[src/hdl/bmp_pkg.sv]
package bmp_pkg;

  localparam int HEADER_WORDS = 14;
  localparam int GROUP_WORDS  = 3;

  // frame size in bytes, low half in word 0 and high half in word 1
  localparam int SIZE_LO_WORD = 0;
  localparam int SIZE_HI_WORD = 1;

  typedef logic [31:0] word_t;
  typedef logic [23:0] pixel_t;
  typedef logic [1:0]  mode_t;
  typedef logic [31:0] count_t;

  localparam mode_t MODE_THRESHOLD  = 2'd1;
  localparam mode_t MODE_BRIGHTNESS = 2'd2;

  // three words carry four pixels, pixel 0 sits in the top bytes of word 0
  typedef union packed {
    word_t  [0:GROUP_WORDS-1] words;
    pixel_t [0:3]             pixels;
  } pixel_group_u;

endpackage

[src/hdl/word_if.sv]
`timescale 1ns/100ps
interface word_if import bmp_pkg::*; ();

  logic       valid;
  word_t      data;
  logic       header;     // word is one of the header words
  logic       last;       // final word of the frame
  mode_t      frame_mode; // settings latched on word 0
  logic [7:0] frame_val;

  modport producer (
    output valid, data, header, last, frame_mode, frame_val
  );

  modport consumer (
    input valid, data, header, last, frame_mode, frame_val
  );

endinterface

[src/hdl/group_if.sv]
`timescale 1ns/100ps
interface group_if import bmp_pkg::*; ();

  logic         valid;
  logic         header;     // single header word in word 0
  logic         last;       // item closes the frame
  pixel_group_u group;
  logic [1:0]   count;      // valid words, 1 to 3
  mode_t        frame_mode;
  logic [7:0]   frame_val;

  modport producer (
    output valid, header, last, group, count, frame_mode, frame_val
  );

  modport consumer (
    input valid, header, last, group, count, frame_mode, frame_val
  );

endinterface

[src/hdl/header_parser.sv]
`timescale 1ns/100ps
module header_parser import bmp_pkg::*; (
  input  logic       dut_if,
  input  logic       reset_ind,
  input  logic       in_valid,
  input  word_t      in_data,
  input  mode_t      mode,
  input  logic [7:0] proc_val,
  word_if.producer   words
);

  count_t word_cnt;   // index of the incoming word in its frame
  count_t frame_size; // bytes
  count_t last_idx;
  logic   is_last;

  assign last_idx = (frame_size >> 2) - count_t'(1);

  // size is only complete once both size words have gone by
  assign is_last = (word_cnt > SIZE_HI_WORD) && (word_cnt == last_idx);

  always_ff @(posedge dut_if) begin
    if (reset_ind) begin
      word_cnt    <= '0;
      words.valid <= 1'b0;
    end else begin
      words.valid <= in_valid;
      if (in_valid) begin
        if (is_last) begin
          word_cnt <= '0; // re-arm for the next frame
        end else begin
          word_cnt <= word_cnt + count_t'(1);
        end
      end
    end
  end

  always_ff @(posedge dut_if) begin
    if (in_valid) begin
      words.data   <= in_data;
      words.header <= (word_cnt < HEADER_WORDS);
      words.last   <= is_last;
      if (word_cnt == '0) begin
        words.frame_mode <= mode;
        words.frame_val  <= proc_val;
      end
      if (word_cnt == SIZE_LO_WORD) begin
        frame_size[15:0] <= {in_data[7:0], in_data[15:8]};    // little endian
      end
      if (word_cnt == SIZE_HI_WORD) begin
        frame_size[31:16] <= {in_data[23:16], in_data[31:24]};
      end
    end
  end

  // a frame shorter than its own header would never raise last in time
  a_size_min: assert property (@(posedge dut_if) disable iff (reset_ind)
    in_valid && (word_cnt == SIZE_HI_WORD + 1) |-> frame_size >= 4 * HEADER_WORDS);

endmodule

[src/hdl/group_buffer.sv]
`timescale 1ns/100ps
module group_buffer import bmp_pkg::*; (
  input logic       dut_if,
  input logic       reset_ind,
  word_if.consumer  words,
  group_if.producer groups
);

  pixel_group_u grp;       // group being filled
  pixel_group_u grp_next;
  logic [1:0]   fill;      // words already in grp
  logic [1:0]   since;     // cycles since the last pixel group, saturates at 3
  logic         held;      // group ready but spacing not met yet
  logic         held_last;
  logic         take_pix;
  logic         complete;
  logic         space_ok;

  assign take_pix = words.valid && !words.header;
  assign complete = take_pix && ((fill == 2'(GROUP_WORDS - 1)) || words.last);
  assign space_ok = (since >= 2'd2); // release now lands 3 cycles after the last one

  always_comb begin
    grp_next = grp;
    grp_next.words[fill] = words.data;
  end

  always_ff @(posedge dut_if) begin
    if (reset_ind) begin
      groups.valid <= 1'b0;
      fill         <= 2'd0;
      since        <= 2'd3;
      held         <= 1'b0;
    end else begin
      groups.valid <= 1'b0;
      if (since != 2'd3) begin
        since <= since + 2'd1;
      end
      if (words.valid && words.header) begin
        groups.valid <= 1'b1;
      end else if (complete) begin
        if (space_ok) begin
          groups.valid <= 1'b1;
          fill         <= 2'd0;
          since        <= 2'd0;
        end else begin
          held <= 1'b1;
          fill <= fill + 2'd1;
        end
      end else if (take_pix) begin
        fill <= fill + 2'd1;
      end else if (held && space_ok) begin
        groups.valid <= 1'b1;
        held         <= 1'b0;
        fill         <= 2'd0;
        since        <= 2'd0;
      end
    end
  end

  always_ff @(posedge dut_if) begin
    if (words.valid) begin
      groups.frame_mode <= words.frame_mode;
      groups.frame_val  <= words.frame_val;
    end
    if (words.valid && words.header) begin
      groups.header <= 1'b1;
      groups.last   <= words.last;
      groups.count  <= 2'd1;
      groups.group  <= {words.data, 64'd0};
    end else if (take_pix) begin
      grp           <= grp_next;
      held_last     <= words.last;
      groups.header <= 1'b0;
      groups.last   <= words.last;
      groups.count  <= fill + 2'd1;
      groups.group  <= grp_next;
    end else if (held) begin
      groups.header <= 1'b0;
      groups.last   <= held_last;
      groups.count  <= fill;
      groups.group  <= grp;
    end
  end

  // the source must leave room for a held group before sending more
  a_no_word_while_held: assert property (@(posedge dut_if) disable iff (reset_ind)
    held |-> !words.valid);

endmodule

[src/hdl/pixel_processor.sv]
`timescale 1ns/100ps
module pixel_processor import bmp_pkg::*; (
  input  logic       dut_if,
  input  logic       reset_ind,
  group_if.consumer  groups,
  output logic       out_valid,
  output word_t      out_data,
  output logic       frame_done
);

  pixel_group_u masked;    // input with unused words cleared
  pixel_group_u filtered;
  pixel_group_u res;       // words still to shift out, next one in word 0
  logic [1:0]   left;      // words remaining after the current output
  logic         pend_last;
  logic         out_last;  // current output word ends the frame

  function automatic pixel_t thresh_pixel(input pixel_t p, input logic [7:0] lim);
    logic [9:0] sum;
    sum = 10'(p[23:16]) + 10'(p[15:8]) + 10'(p[7:0]);
    if ((sum / 10'd3) > 10'(lim)) begin
      thresh_pixel = '1;
    end else begin
      thresh_pixel = '0;
    end
  endfunction

  function automatic logic [7:0] shift_byte(input logic [7:0] b, input logic [7:0] off);
    logic signed [9:0] sum;
    sum = $signed({2'b00, b}) + $signed({{2{off[7]}}, off});
    if (sum[9]) begin
      shift_byte = 8'h00; // went below zero
    end else if (sum[8]) begin
      shift_byte = 8'hff;
    end else begin
      shift_byte = sum[7:0];
    end
  endfunction

  always_comb begin
    masked = groups.group;
    for (int i = 0; i < GROUP_WORDS; i++) begin
      if (i >= groups.count) begin
        masked.words[i] = '0;
      end
    end
    filtered = masked;
    if (!groups.header) begin
      if (groups.frame_mode == MODE_THRESHOLD) begin
        for (int p = 0; p < 4; p++) begin
          filtered.pixels[p] = thresh_pixel(masked.pixels[p], groups.frame_val);
        end
      end else if (groups.frame_mode == MODE_BRIGHTNESS) begin
        for (int i = 0; i < GROUP_WORDS; i++) begin
          for (int j = 0; j < 4; j++) begin
            filtered.words[i][8*j +: 8] = shift_byte(masked.words[i][8*j +: 8],
                                                     groups.frame_val);
          end
        end
      end
    end
  end

  always_ff @(posedge dut_if) begin
    if (reset_ind) begin
      out_valid  <= 1'b0;
      out_last   <= 1'b0;
      left       <= 2'd0;
      frame_done <= 1'b0;
    end else begin
      frame_done <= out_valid && out_last;
      if (groups.valid) begin
        out_valid <= 1'b1;
        left      <= groups.count - 2'd1;
        out_last  <= groups.last && (groups.count == 2'd1);
      end else if (left != 2'd0) begin
        out_valid <= 1'b1;
        left      <= left - 2'd1;
        out_last  <= pend_last && (left == 2'd1);
      end else begin
        out_valid <= 1'b0;
        out_last  <= 1'b0;
      end
    end
  end

  always_ff @(posedge dut_if) begin
    if (groups.valid) begin
      out_data  <= filtered.words[0];
      res       <= {filtered.words[1], filtered.words[2], 32'd0};
      pend_last <= groups.last;
    end else if (left != 2'd0) begin
      out_data <= res.words[0];
      res      <= {res.words[1], res.words[2], 32'd0};
    end
  end

  // relies on the spacing kept by the group buffer
  a_no_overlap: assert property (@(posedge dut_if) disable iff (reset_ind)
    groups.valid |-> left == 2'd0);

endmodule

[src/hdl/bmp_filter.sv]
`timescale 1ns/100ps
module bmp_filter import bmp_pkg::*; (
  input  logic       dut_if,
  input  logic       reset_ind,
  input  logic       in_valid,
  input  word_t      in_data,
  input  mode_t      mode,
  input  logic [7:0] proc_val,
  output logic       out_valid,
  output word_t      out_data,
  output logic       frame_done
);

  word_if  word_bus ();  // parser to buffer
  group_if group_bus (); // buffer to processor

  header_parser header_parser_inst (
    .dut_if    (dut_if),
    .reset_ind (reset_ind),
    .in_valid  (in_valid),
    .in_data   (in_data),
    .mode      (mode),
    .proc_val  (proc_val),
    .words     (word_bus)
  );

  group_buffer group_buffer_inst (
    .dut_if    (dut_if),
    .reset_ind (reset_ind),
    .words     (word_bus),
    .groups    (group_bus)
  );

  pixel_processor pixel_processor_inst (
    .dut_if     (dut_if),
    .reset_ind  (reset_ind),
    .groups     (group_bus),
    .out_valid  (out_valid),
    .out_data   (out_data),
    .frame_done (frame_done)
  );

endmodule

[config.mk]
export PLATFORM = sky130hd
export DESIGN_NAME = bmp_filter
export DESIGN_NICKNAME = d
export VERILOG_FILES = /design/src/hdl/bmp_pkg.sv /design/src/hdl/word_if.sv /design/src/hdl/group_if.sv /design/src/hdl/header_parser.sv /design/src/hdl/group_buffer.sv /design/src/hdl/pixel_processor.sv /design/src/hdl/bmp_filter.sv
export SDC_FILE = /design/constraint.sdc
export NUM_CORES = 1
export LEC_CHECK = 0
export ABC_CLOCK_PERIOD_IN_PS = 22600
export BUFFER_PORTS_ARGS = -buffer_cell sky130_fd_sc_hd__buf_2
export CAP_MARGIN = 20
export CORE_ASPECT_RATIO = 0.8
export CORE_MARGIN = 2
export CORE_UTILIZATION = 58
export CTS_BUF_LIST = sky130_fd_sc_hd__clkbuf_2 sky130_fd_sc_hd__clkbuf_4 sky130_fd_sc_hd__clkbuf_8
export DETAILED_ROUTE_END_ITERATION = 10
export PLACE_DENSITY = 0.75
export SLEW_MARGIN = 15
export SYNTH_ARGS = -nofsm -noshare
export SYNTH_HDL_FRONTEND = slang
export SYNTH_HIERARCHICAL = 1
export SYNTH_SLANG_ARGS = --single-unit
[constraint.sdc]
create_clock -name dut_if -period 22.6 [get_ports dut_if]
set_input_delay 1.13 -clock dut_if [delete_from_list [all_inputs] [get_ports dut_if]]
set_output_delay 1.13 -clock dut_if [all_outputs]
set_load 0.005 [all_outputs]
## Yosys cells after proc, flatten, opt, wreduce, memory -nomap -nowiden

Cells that the tools add are included.

- Equal/unequal tests: 10
- $add $sub $neg: 26
- Order comparisons: 12
- Mux-type cells: 77
- Reductions and logical operators: 23
- Divide/modulo/power cells: 4
- Bitwise operators: 2

Operators by type and width:

| cell | count |
|---|---|
| $mux 96 | 8 |
| $mux 32 | 7 |
| $mux 8 | 24 |
| $add 9x8->10 | 12 |
| $bwmux 96 | 1 |
| $mux 24 | 4 |
| $demux 32 s2 | 1 |
| $add 10x8->10 | 4 |
| $div 10x2->10 const B | 4 |
| $gt 10x8->1 | 4 |
| $add 8x8->9 | 4 |
| $add 32x1->32 const B | 1 |
| $eq 32x1->1 const B | 1 |
| $eq 32x32->1 | 1 |
| $gt 32x1->1 const B | 1 |
| $logic_not 32->1 | 1 |
| $lt 32x4->1 const B | 1 |
| $sub 30x1->31 const B | 1 |
| $mux 2 | 14 |
| $mux 1 | 18 |
| $logic_and 1x1->1 | 9 |
| $reduce_and 2->1 | 4 |
| $reduce_bool 2->1 | 4 |
| $eq 2x1->1 const B | 3 |
| other kinds (15) | 22 |

- Logic and storage cells: 183
- Register bits after elaboration: 424
- Output and inout bits: 34

## Depth between registers and ports, before layout

Gate-level depths: netlist (run 1).

- Depth after elaboration: 10
- Depth in mapped cells: 43
- Gate-level depth less buffers: 39

## Modules after synthesis

The synthesis (run 1) kept the hierarchy.

Modules (own cells, without submodules):

| module | area each (um2) | cells each | times used |
|---|---|---|---|
| pixel_processor | 16285.6 | 2080 | 1 |
| group_buffer | 8924.8 | 611 | 1 |
| header_parser | 5331.4 | 469 | 1 |

## Least setup slack after synthesis (run 1)

Ideal clock, no wire load.

- Path type: register to register
- From: register group_buffer_inst.groups.count[1]
- To: register pixel_processor_inst/res[93] (netlist bit), data pin
- Library setup time: 0.256 ns
- Path slack: 14.423 ns
- Data required time: 22.344 ns
- Clock period less this slack: 8.177 ns
- Cell stages (with the launch flop): 41
- Arrival time: 7.922 ns
- Cells stage by stage: dfxtp_1 > inv_1 > ha_1 > and2b_1 > clkbuf_1 > clkbuf_1 > and2_1 > inv_1 > fa_1 > nor2b_1 > a31oi_2 > nand2_1 > xor2_1 > ha_1 > or4_1 > o22a_1 > clkbuf_1 > nor2_1 > [... 5 more ...] > o31a_2 > ha_1 > nor2_1 > o21ai_1 > ha_1 > nor2b_1 > o21a_1 > o21a_1 > o21a_1 > o21ai_0 > nand2b_1 > a21oi_1 > nor2b_1 > o221ai_1 > and2_1 > clkbuf_1 > o211ai_1 > a31o_2

- Word-level cells in the longest chain between the ends: 10
- Elaborated cells between the ends (all ways): 16
- Those cells by class: add/sub: 3; div: 1; order compare: 3; mux: 9

Ends and longest elaborated chain:

| element | line | source |
|---|---|---|
| from (decl) | group_if.sv:13 | `output valid, header, last, group, count, frame_mode, frame_val` |
| from (signal assigned) | group_buffer.sv:76 | `groups.count <= fill + 2'd1;` |
| from (signal assigned) | group_buffer.sv:81 | `groups.count <= fill;` |
| $ge 1x2->1 | pixel_processor.sv:43 | `if (i >= groups.count) begin` |
| $mux 32 | pixel_processor.sv:43 |  |
| $add 8x8->9 | pixel_processor.sv:20 | `sum = 10'(p[23:16]) + 10'(p[15:8]) + 10'(p[7:0]);` |
| $add 10x8->10 | pixel_processor.sv:20 |  |
| $div 10x2->10 | pixel_processor.sv:21 | `if ((sum / 10'd3) > 10'(lim)) begin` |
| $gt 10x8->1 | pixel_processor.sv:21 |  |
| $mux 24 | pixel_processor.sv:21 |  |
| $mux 96 | pixel_processor.sv:49 | `if (groups.frame_mode == MODE_THRESHOLD) begin` |
| $mux 96 * | pixel_processor.sv:48 | `if (!groups.header) begin` |
| $mux 96 * | pixel_processor.sv:88 | `if (groups.valid) begin` |
| to (signal assigned) | pixel_processor.sv:90 | `res <= {filtered.words[1], filtered.words[2], 32'd0};` |
| to (signal assigned) | pixel_processor.sv:94 | `res <= {res.words[1], res.words[2], 32'd0};` |
| to (decl) | pixel_processor.sv:13 | `pixel_group_u res;` |

Every way passes the cells marked *; elsewhere a longest branch is shown, timed or not.
A chain may end at the register's enable or synchronous reset.

## Worst setup path after layout (run 1)

- From: register group_buffer_inst.groups.count[1]
- To: register pixel_processor_inst.out_data[17], data pin

- Word-level cells in the longest chain between the ends: 10
- Elaborated cells between the ends (all ways): 14
- Those cells by class: add/sub: 3; div: 1; order compare: 2; mux: 8

Ends and longest elaborated chain:

| element | line | source |
|---|---|---|
| $ge 1x2->1 * | pixel_processor.sv:43 |  |
| $mux 32 * | pixel_processor.sv:43 |  |
| $add 8x8->9 | pixel_processor.sv:20 |  |
| $add 10x8->10 | pixel_processor.sv:20 |  |
| $div 10x2->10 | pixel_processor.sv:21 |  |
| $gt 10x8->1 | pixel_processor.sv:21 |  |
| $mux 24 | pixel_processor.sv:21 |  |
| $mux 96 | pixel_processor.sv:49 |  |
| $mux 96 * | pixel_processor.sv:48 |  |
| $mux 32 * | pixel_processor.sv:88 |  |
| to (signal assigned) | pixel_processor.sv:89 | `out_data <= filtered.words[0];` |
| to (signal assigned) | pixel_processor.sv:93 | `out_data <= res.words[0];` |
| to (decl) | pixel_processor.sv:7 | `output word_t out_data,` |

Marks and branches as above.

==> results of run 1 <==
-- where the power goes --
| part | leakage [nW] | switching (W) | internal [W] |
|---|---|---|---|
| registers | 3.82 | 0.0000754 | 0.000967 |
| clock network | 0.738 | 0.000316 | 0.000376 |
| logic | 8.28 | 0.000300 | 0.000177 |
-- critical path: cells and delay by family (launching register included) --
kind | cells | cell delay (ns)
AND/OR/NAND/NOR | 7 | 1.68
XOR/XNOR | 1 | 0.14
adder cells (fa/ha/maj) | 6 | 1.80
AO/OA/AOI/OAI | 18 | 4.56
flip-flops | 1 | 0.47
buffers and inverters | 6 | 0.84
-- registers in the layout (all words and copies together), names as in the netlist, 2 cells and up --
signal,cells
group_buffer_inst/since,2
pixel_processor_inst/left,2
header_parser_inst/words.frame_val,8
group_buffer_inst/groups.group,96
header_parser_inst/word_cnt,32
header_parser_inst/frame_size,30
header_parser_inst/words.frame_mode,2
group_buffer_inst/groups.frame_mode,2
group_buffer_inst/fill,2
header_parser_inst/words.data,32
group_buffer_inst/groups.frame_val,8
group_buffer_inst/groups.count,2
group_buffer_inst/grp,96
pixel_processor_inst/out_data,32
pixel_processor_inst/res,64
-- synth_stat cells, drive strengths merged, types with 40 or more instances --
library cell  instances
a21o                 58
nor3                 46
xnor2               137
nand2b               40
fa                   41
nand2               282
o21ai               249
edfxtp              311
clkbuf              101
a21oi               217
nor2b                48
mux2                141
xor2                 64
mux2i                63
dfxtp               111
a211oi               46
nor2                174
nand3                42
buf                  50
inv                 189
o22ai                54
ha                  189
-- per-stage QoR --
stage | hold slack, ns | worst slack, ns
2_1_floorplan | 0.395 | 14.42
3_3_place_gp | 0.401 | 13.29
3_5_place_dp | 0.406 | 12.98
4_1_cts | 0.421 | 12.98
5_1_grt | 0.434 | 12.19
6_report | 0.423 | 12.76
-- cell families after synthesis --
| group | after synthesis |
|---|---|
| XOR/XNOR | 201 |
| multiplexers | 204 |
| AND/OR/NAND/NOR | 820 |
| flip-flops | 422 |
| AO/OA/AOI/OAI | 934 |
| buffers and inverters | 342 |
| adder cells (fa/ha/maj) | 237 |
-- how the worst max path moves through the flow --
stage | start | endpoint | depth (start not counted)
floorplan | group_buffer_inst/groups.count[1] | pixel_processor_inst/res[93] | 40
global placement | group_buffer_inst/groups.count[1] | pixel_processor_inst/res[37] | 37
detailed placement | group_buffer_inst/groups.count[1] | pixel_processor_inst/out_data[17] | 38
CTS | group_buffer_inst/groups.count[1] | pixel_processor_inst/out_data[17] | 38
global route | group_buffer_inst/groups.count[1] | pixel_processor_inst/out_data[17] | 38
finish | group_buffer_inst/groups.count[1] | pixel_processor_inst/out_data[17] | 38
-- layer usage --
metal | vias up | track usage (%) | share of wire, %
met5 | - | 0 | 0.013
li1 | 11800 | - | -
met4 | 2 | 13.2 | 4.3
met3 | 234 | 7.06 | 11
met1 | 12500 | 48.1 | 42
met2 | 1402 | 50.1 | 43
-- cell type report --
type / instances / area [sq um] / area share, %
Clock buffer: 98 / 1190 / 3.63
Clock inverter: 22 / 203 / 0.617
Inverter: 191 / 719 / 2.19
Multi-Input combinational cell: 2396 / 17600 / 53.5
Sequential cell: 422 / 11600 / 35.2
Tap cell: 693 / 867 / 2.64
Timing Repair Buffer: 114 / 701 / 2.13
-- layout by cell type (no fill, tap or decap), types with 64 or more instances in the layout --
cell and n:
edfxtp_1 311, nand2_1 281, o21ai_0 235, a21oi_1 214
ha_1 189, inv_1 187, nor2_1 172, xnor2_1 135
dfxtp_1 107, mux2_2 102, buf_2 78, clkbuf_8 73
xor2_1 64
==> results by group, run 1 <==
Min path
  – Worst min path class: reg -> reg
  – Worst hold stages: 0
  – HP Start: header_parser_inst/words.frame_val[2]
  – Worst Hold End: group_buffer_inst/groups.frame_val[2]

Floorplanning
  – Core ar.: 0.0523 sq mm
  – Die area: 0.0545 sq mm
  – Overall die height: 209 um
  – Die W: 261 um
  – Starting density of the core: 58.4%
  – # rows: 75
  – Ports: 79

Clocking
  – H-tree levels: 3
  – CTS Buffer Depth: 3
  – CTS resizes: 0
  – Num CTS Buffers: 66
  – # Post-CTS Setup Buffers: 0
  – CTS hold repair buffers: 0
  – Reg clk slew, reported paths: 0.06 ns
  – TritonCTS clock tree: yes
  – Num Clock Sinks: 422
  – Clock insertion delay at the later pin of the skew report: 0.65 ns
  – Root buffer cell: clkbuf_8

Final layout
  – Filler Cells Inserted: 4,251
  – Ant. Diodes: 0
  – Nets: 3,466
  – Final non-filler cell total: 3,936
  – Fin area: 0.0328 sq mm
  – Share of layout cells above drive strength 1: 12.8%
  – Fin util: 62.8%
  – Synthesis-to-finish area growth: 7.48%

Timing
  – Hold Fails Final Rpt: 0
  – Slew Limit Fails: 0
  – Final min period: 9.84 ns
  – Slew margin rel.: 24.8%
  – Slew of the pin with the lowest slew margin: 1.13 ns
  – Unrepaired setup endpoints after global routing: false
  – Final Cycle Share: 43.6%
  – Max Fclk: 102 MHz
  – Final Skew: 0.0330 ns
  – TNS Setup: 0 ns
  – Endpoints failing setup: 0

Global routing
  – Initial antenna violation count: 2
  – Grt total ovfl: 0
  – First-pass GRT wire length: 142,000 um
  – Vias in the first global route: 24.5k
  – Pin count of the biggest net entering global routing: 94
  – Overall routing resource usage: 33.7%

Power
  – Static Leak: 12.8 nW
  – Pwr Total: 0.00221 W
  – Pwr dens: 67.4 mW/mm^2
  – Peak supply drop: 0.0575 mV

Logic synthesis
  – Unique masters post-synth: 115
  – Netlist Area Pre-Place: 0.0305 sq mm
  – Compound-Gate Fraction of Synth Area: 20.1%
  – Number of synthesized flops with an enable pin: 311
  – Yosys Warn Count: 6
  – Avg Cell Area, Syn: 9.67 sq um
  – Top FF cell, synth: edfxtp_1
  – Seq cells post-synth: 422
  – Largest family of logic cells by synthesized area: compound AO/OA/AOI/OAI gates
  – Post-Synth Adder-Cell Area: 10.7%
  – Synth Net Count: 3,435
  – Synth Area in XOR/XNOR: 5.81%
  – Post-synth top area cell: edfxtp_1
  – Seq/Total Area, Yosys: 37.9%
  – Mux share of post-synthesis cell area: 7.63%
  – Share of the synthesized area in the top cell type: 30.6%
  – Post-Synthesis Cells: 3,160
  – Simple-gate share of the synthesized area: 13.2%
  – Async SR Flop Fraction: 0%
  – Synth top area cells: edfxtp_1 31%, ha_1 7.7%, dfxtp_1 7.3%, xnor2_1 3.9%, o21ai_0 3.9%

Detailed routing
  – First-iteration detailed-routing DRC count: 3,145
  – Routed Antenna Nets: 0
  – DR vias/cell: 6.57
  – DRC Markers: 0
  – Final wirelength: 92,400 um
  – Vias after detailed routing: 25.9k
  – Routed wire per std cell: 23.5 um
  – First-pass DRT Iterations: 6

Setup path
  – Crit-path max FO: 33
  – Slowest cell delay on critical path: 0.77 ns
  – R2R setup slack: 12.76 ns
  – Worst EP required: 22.92 ns
  – Critical Path End Type: flip-flop
  – Worst R2R Start: group_buffer_inst/groups.count[1]
  – Arrival time at the worst endpoint: 10.16 ns
  – R2r endpoint: pixel_processor_inst/out_data[17]
  – Crit path kind: reg -> reg
  – R2R depth: 38
  – CP Launch Type: flip-flop
  – Slowest CP cell: o311ai_0

Placed design
  – Gp weighted congestion: 0.983
  – Post-DP HPWL: 66,200 um
  – DP Cell Count: 3,814
  – Port Buffers: 78
  – DP Area: 0.0314 sq mm

Outcome
  – Outcome: completed

Flow run
  – Maxcap violations: 0
Power figures use the tool's default switching activity.
==> inputs of run 2 (changes only) <==
--- a/config.mk
+++ b/config.mk
@@ -5,7 +5,7 @@
 export SDC_FILE = /design/constraint.sdc
 export NUM_CORES = 1
 export LEC_CHECK = 0
-export ABC_CLOCK_PERIOD_IN_PS = 22600
+export ABC_CLOCK_PERIOD_IN_PS = 8900
 export BUFFER_PORTS_ARGS = -buffer_cell sky130_fd_sc_hd__buf_2
 export CAP_MARGIN = 20
 export CORE_ASPECT_RATIO = 0.8
@@ -13,7 +13,7 @@
 export CORE_UTILIZATION = 58
 export CTS_BUF_LIST = sky130_fd_sc_hd__clkbuf_2 sky130_fd_sc_hd__clkbuf_4 sky130_fd_sc_hd__clkbuf_8
 export DETAILED_ROUTE_END_ITERATION = 10
-export PLACE_DENSITY = 0.75
+export PLACE_DENSITY = 0.78
 export SLEW_MARGIN = 15
 export SYNTH_ARGS = -nofsm -noshare
 export SYNTH_HDL_FRONTEND = slang
==> constraint.sdc (replaced) <==
create_clock -name dut_if -period 8.9 [get_ports dut_if]
set_input_delay 0.445 -clock dut_if [delete_from_list [all_inputs] [get_ports dut_if]]
set_output_delay 0.445 -clock dut_if [all_outputs]
set_load 0.005 [all_outputs]
==> run 2 against run 1 <==
  * Sequential share of layout area shrank 1.0 points
  * Via count grew 2.5%
  * Wire length grew 3.2%
  * Critical path type unchanged
==> results by group, run 2 (synthesized netlist as in run 1, its figures left out) <==
Setup path
  – Most common cell type on the critical path: o21a_1
  – R2R setup slack: 0.39 ns (-12.37 ns)
  – Crit path kind: reg -> reg
  – Worst EP required: 9.23 ns (-13.69 ns)
  – R2r endpoint: pixel_processor_inst/res[39]
  – CP Launch Type: flip-flop
  – Arrival time at the worst endpoint: 8.84 ns (-1.32 ns)
  – R2R depth: 38 (unchanged)
  – Slowest cell delay on critical path: 0.47 ns (-0.30 ns)
  – Critical Path End Type: flip-flop
  – WP buf/inv: 3 (-3)
  – Crit path launch: group_buffer_inst/groups.count[1]
  – Slowest CP cell: fa_1
  – Delay-heaviest family, CP: compound AO/OA/AOI/OAI gates
  – Worst R2R Start: group_buffer_inst/groups.count[1]
  – Crit-path max FO: 32 (-3.0%)
  – Critical path depth: 38 (unchanged)

Floorplanning
  – Starting density of the core: 58.4% (unchanged)
  – Die area: 0.0545 sq mm (unchanged)
  – # rows: 75 (unchanged)
  – Ports: 79 (unchanged)
  – Overall die height: 209 um (unchanged)
  – Die W: 261 um (unchanged)
  – Core ar.: 0.0523 sq mm (unchanged)

Flow run
  – Maxcap violations: 0 (unchanged)

Detailed routing
  – DRC Markers: 0 (unchanged)
  – Final wirelength: 95,400 um (+3.2%)
  – DR vias/cell: 6.59 (+0.24%)
  – Uppermost layer routed: met5
  – First-iteration detailed-routing DRC count: 3,687 (+17%)
  – Routed wire per std cell: 23.7 um (+0.95%)
  – Met2 routed WL: 41,600 um (+4.5%)
  – WL met3: 10,500 um (+4.3%)
  – First-pass DRT Iterations: 8 (+2)
  – Vias after detailed routing: 26.5k (+2.5%)
  – Routed Antenna Nets: 0 (unchanged)
  – M1 WL: 39,700 um (+2.9%)

Final layout
  – Synthesis-to-finish area growth: 10.7%
  – Reg area: 0.0116 sq mm (unchanged)
  – Leading registers by flop count: group_buffer_inst/groups.group: 96 flops, group_buffer_inst/grp: 96 flops, pixel_processor_inst/res: 64 flops
  – Most frequent cells in the layout: 311 x edfxtp_1, 278 x nand2_1, 230 x o21ai_0
  – Most common cell after layout, fill and taps aside: edfxtp_1
  – Multi-input logic area: 0.0178 sq mm (+1.4%)
  – Share of layout cells above drive strength 1: 14.9% (+2.1 points)
  – Nets: 3,545 (+2.3%)
  – Filler Cells Inserted: 4,135 (-2.7%)

Placed design
  – Port Buffers: 78 (unchanged)
  – Post-DP HPWL: 67,400 um (+1.8%)
  – Gp weighted congestion: 0.977 (-0.60%)

Timing
  – Slew Limit Fails: 0 (unchanged)
  – TNS Setup: 0 ns (unchanged)
  – Slew of the pin with the lowest slew margin: 1.11 ns (-0.0219 ns)
  – WHS: 0.0311 ns (-0.392 ns)
  – Final Skew: 0.0355 ns (+0.00253 ns)
  – Max Fclk: 117 MHz (+16%)
  – Final min period: 8.51 ns (-1.33 ns)
  – Final Cycle Share: 95.7% (+52 points)
  – Endpoints failing setup: 0 (unchanged)
  – Slew margin rel.: 26.2% (+1.5 points)
  – Hold Fails Final Rpt: 0 (unchanged)

Global routing
  – Grt total ovfl: 0 (unchanged)
  – Vias in the first global route: 25.1k (+2.2%)
  – Initial antenna violation count: 8 (+6)
  – Overall routing resource usage: 34.5% (+0.80 points)
  – First-pass GRT wire length: 145,000 um (+2.6%)
  – Pin count of the biggest net entering global routing: 85 (-9.6%)

Clocking
  – CTS Buffer Depth: 3 (unchanged)
  – Num Clock Sinks: 422 (unchanged)
  – Clock insertion delay at the later pin of the skew report: 0.66 ns (about the same)
  – Root buffer cell: clkbuf_8
  – Reg clk slew, reported paths: 0.06 ns (about the same)
  – Num CTS Buffers: 69 (+4.5%)
  – H-tree levels: 3 (unchanged)
  – TritonCTS clock tree: yes

Power
  – Peak supply drop: 0.137 mV (+140%)
  – Pwr dens: 169 mW/mm^2 (+150%)
  – Static Leak: 13.3 nW (+3.5%)

Min path
  – Worst hold stages: 1 (+1)
  – HP Start: in_data[14]
  – Worst Hold End: header_parser_inst/frame_size[6]
  – Worst min path class: in -> reg

Outcome
  – Outcome: completed
run 2: cell count changes in the layout (fill, tap and decap cells not counted), moves of 5 or more:
cell	previous run	this run
clkbuf_8	73	79
buf_4	33	69
dlygate4sd3_1	0	38
o21ai_0	235	230
run 2: worst reg2reg max path: cells and delay by family, from the launching register on:
family | cells | cell delay [ns]
AOI/OAI and AO/OA | 21 | 3.94
adders and majority gates | 6 | 1.83
buffers and inverters | 3 | 0.57
DFF | 1 | 0.39
muxes | 1 | 0.12
and+or+nand+nor | 7 | 1.38
run 2: where the power goes:
group / total, W / internal [W] / switching, W
Combinational: 0.00125 / 0.000478 / 0.000772
Clock: 0.00184 / 0.00100 / 0.000842
Sequential: 0.00263 / 0.00246 / 0.000177
Total: 0.00573 / 0.00394 / 0.00179
run 2: how the worst max path moves through the flow:
stage	to	slack (ns)
floorplan	pixel_processor_inst/res[93]	0.72
global placement	pixel_processor_inst/res[78]	0.20
detailed placement	pixel_processor_inst/res[64]	-0.13
CTS	pixel_processor_inst/res[55]	0.03
global route	pixel_processor_inst/res[50]	-0.03
finish	pixel_processor_inst/res[39]	0.39
run 2: layer usage:
layer / GRT usage [%] / vias to the layer above
met3: 7.34 / 216
met4: 12.8 / 2
met5: 0 / -
li1: - / 11900
met1: 49.0 / 12900
met2: 51.8 / 1486
run 2: cell type report:
| class | instances | share of cell area (%) |
|---|---|---|
| repair buffers | 190 | 4.00 |
| inverters | 191 | 2.13 |
| clock inverters | 27 | 0.684 |
| flip-flops and latches | 422 | 34.2 |
| diodes | 3 | 0.0222 |
| multi-input cells | 2396 | 52.7 |
| well taps | 693 | 2.56 |
| clock buffers | 101 | 3.70 |
run 2: what timing repair did:
action                                 4_1_cts  5_1_grt
setup buffers                                1       14
hold buffers                                38        0
endpoints found under the hold margin       64        0
setup endpoints to repair                   10       96
gates cloned                                 0        1
pin swaps                                    1       11
resized for setup                            1       63
run 2: stage by stage:
stage | utilization [%] | total power [W] | worst slack, ns | std cells | cell area, sq um
6_report | 64.7 | 0.00573 | 0.386 | 4023 | 33800
3_5_place_dp | 60.4 | 0.00385 | -0.128 | 3837 | 31600
3_3_place_gp | 60.4 | 0.00380 | 0.203 | 3836 | 31500
2_1_floorplan | - | 0.00340 | 0.723 | 3160 | 30500
4_1_cts | 64.0 | 0.00568 | 0.0257 | 4004 | 33400
5_1_grt | 64.7 | 0.00594 | -0.0332 | 4020 | 33800
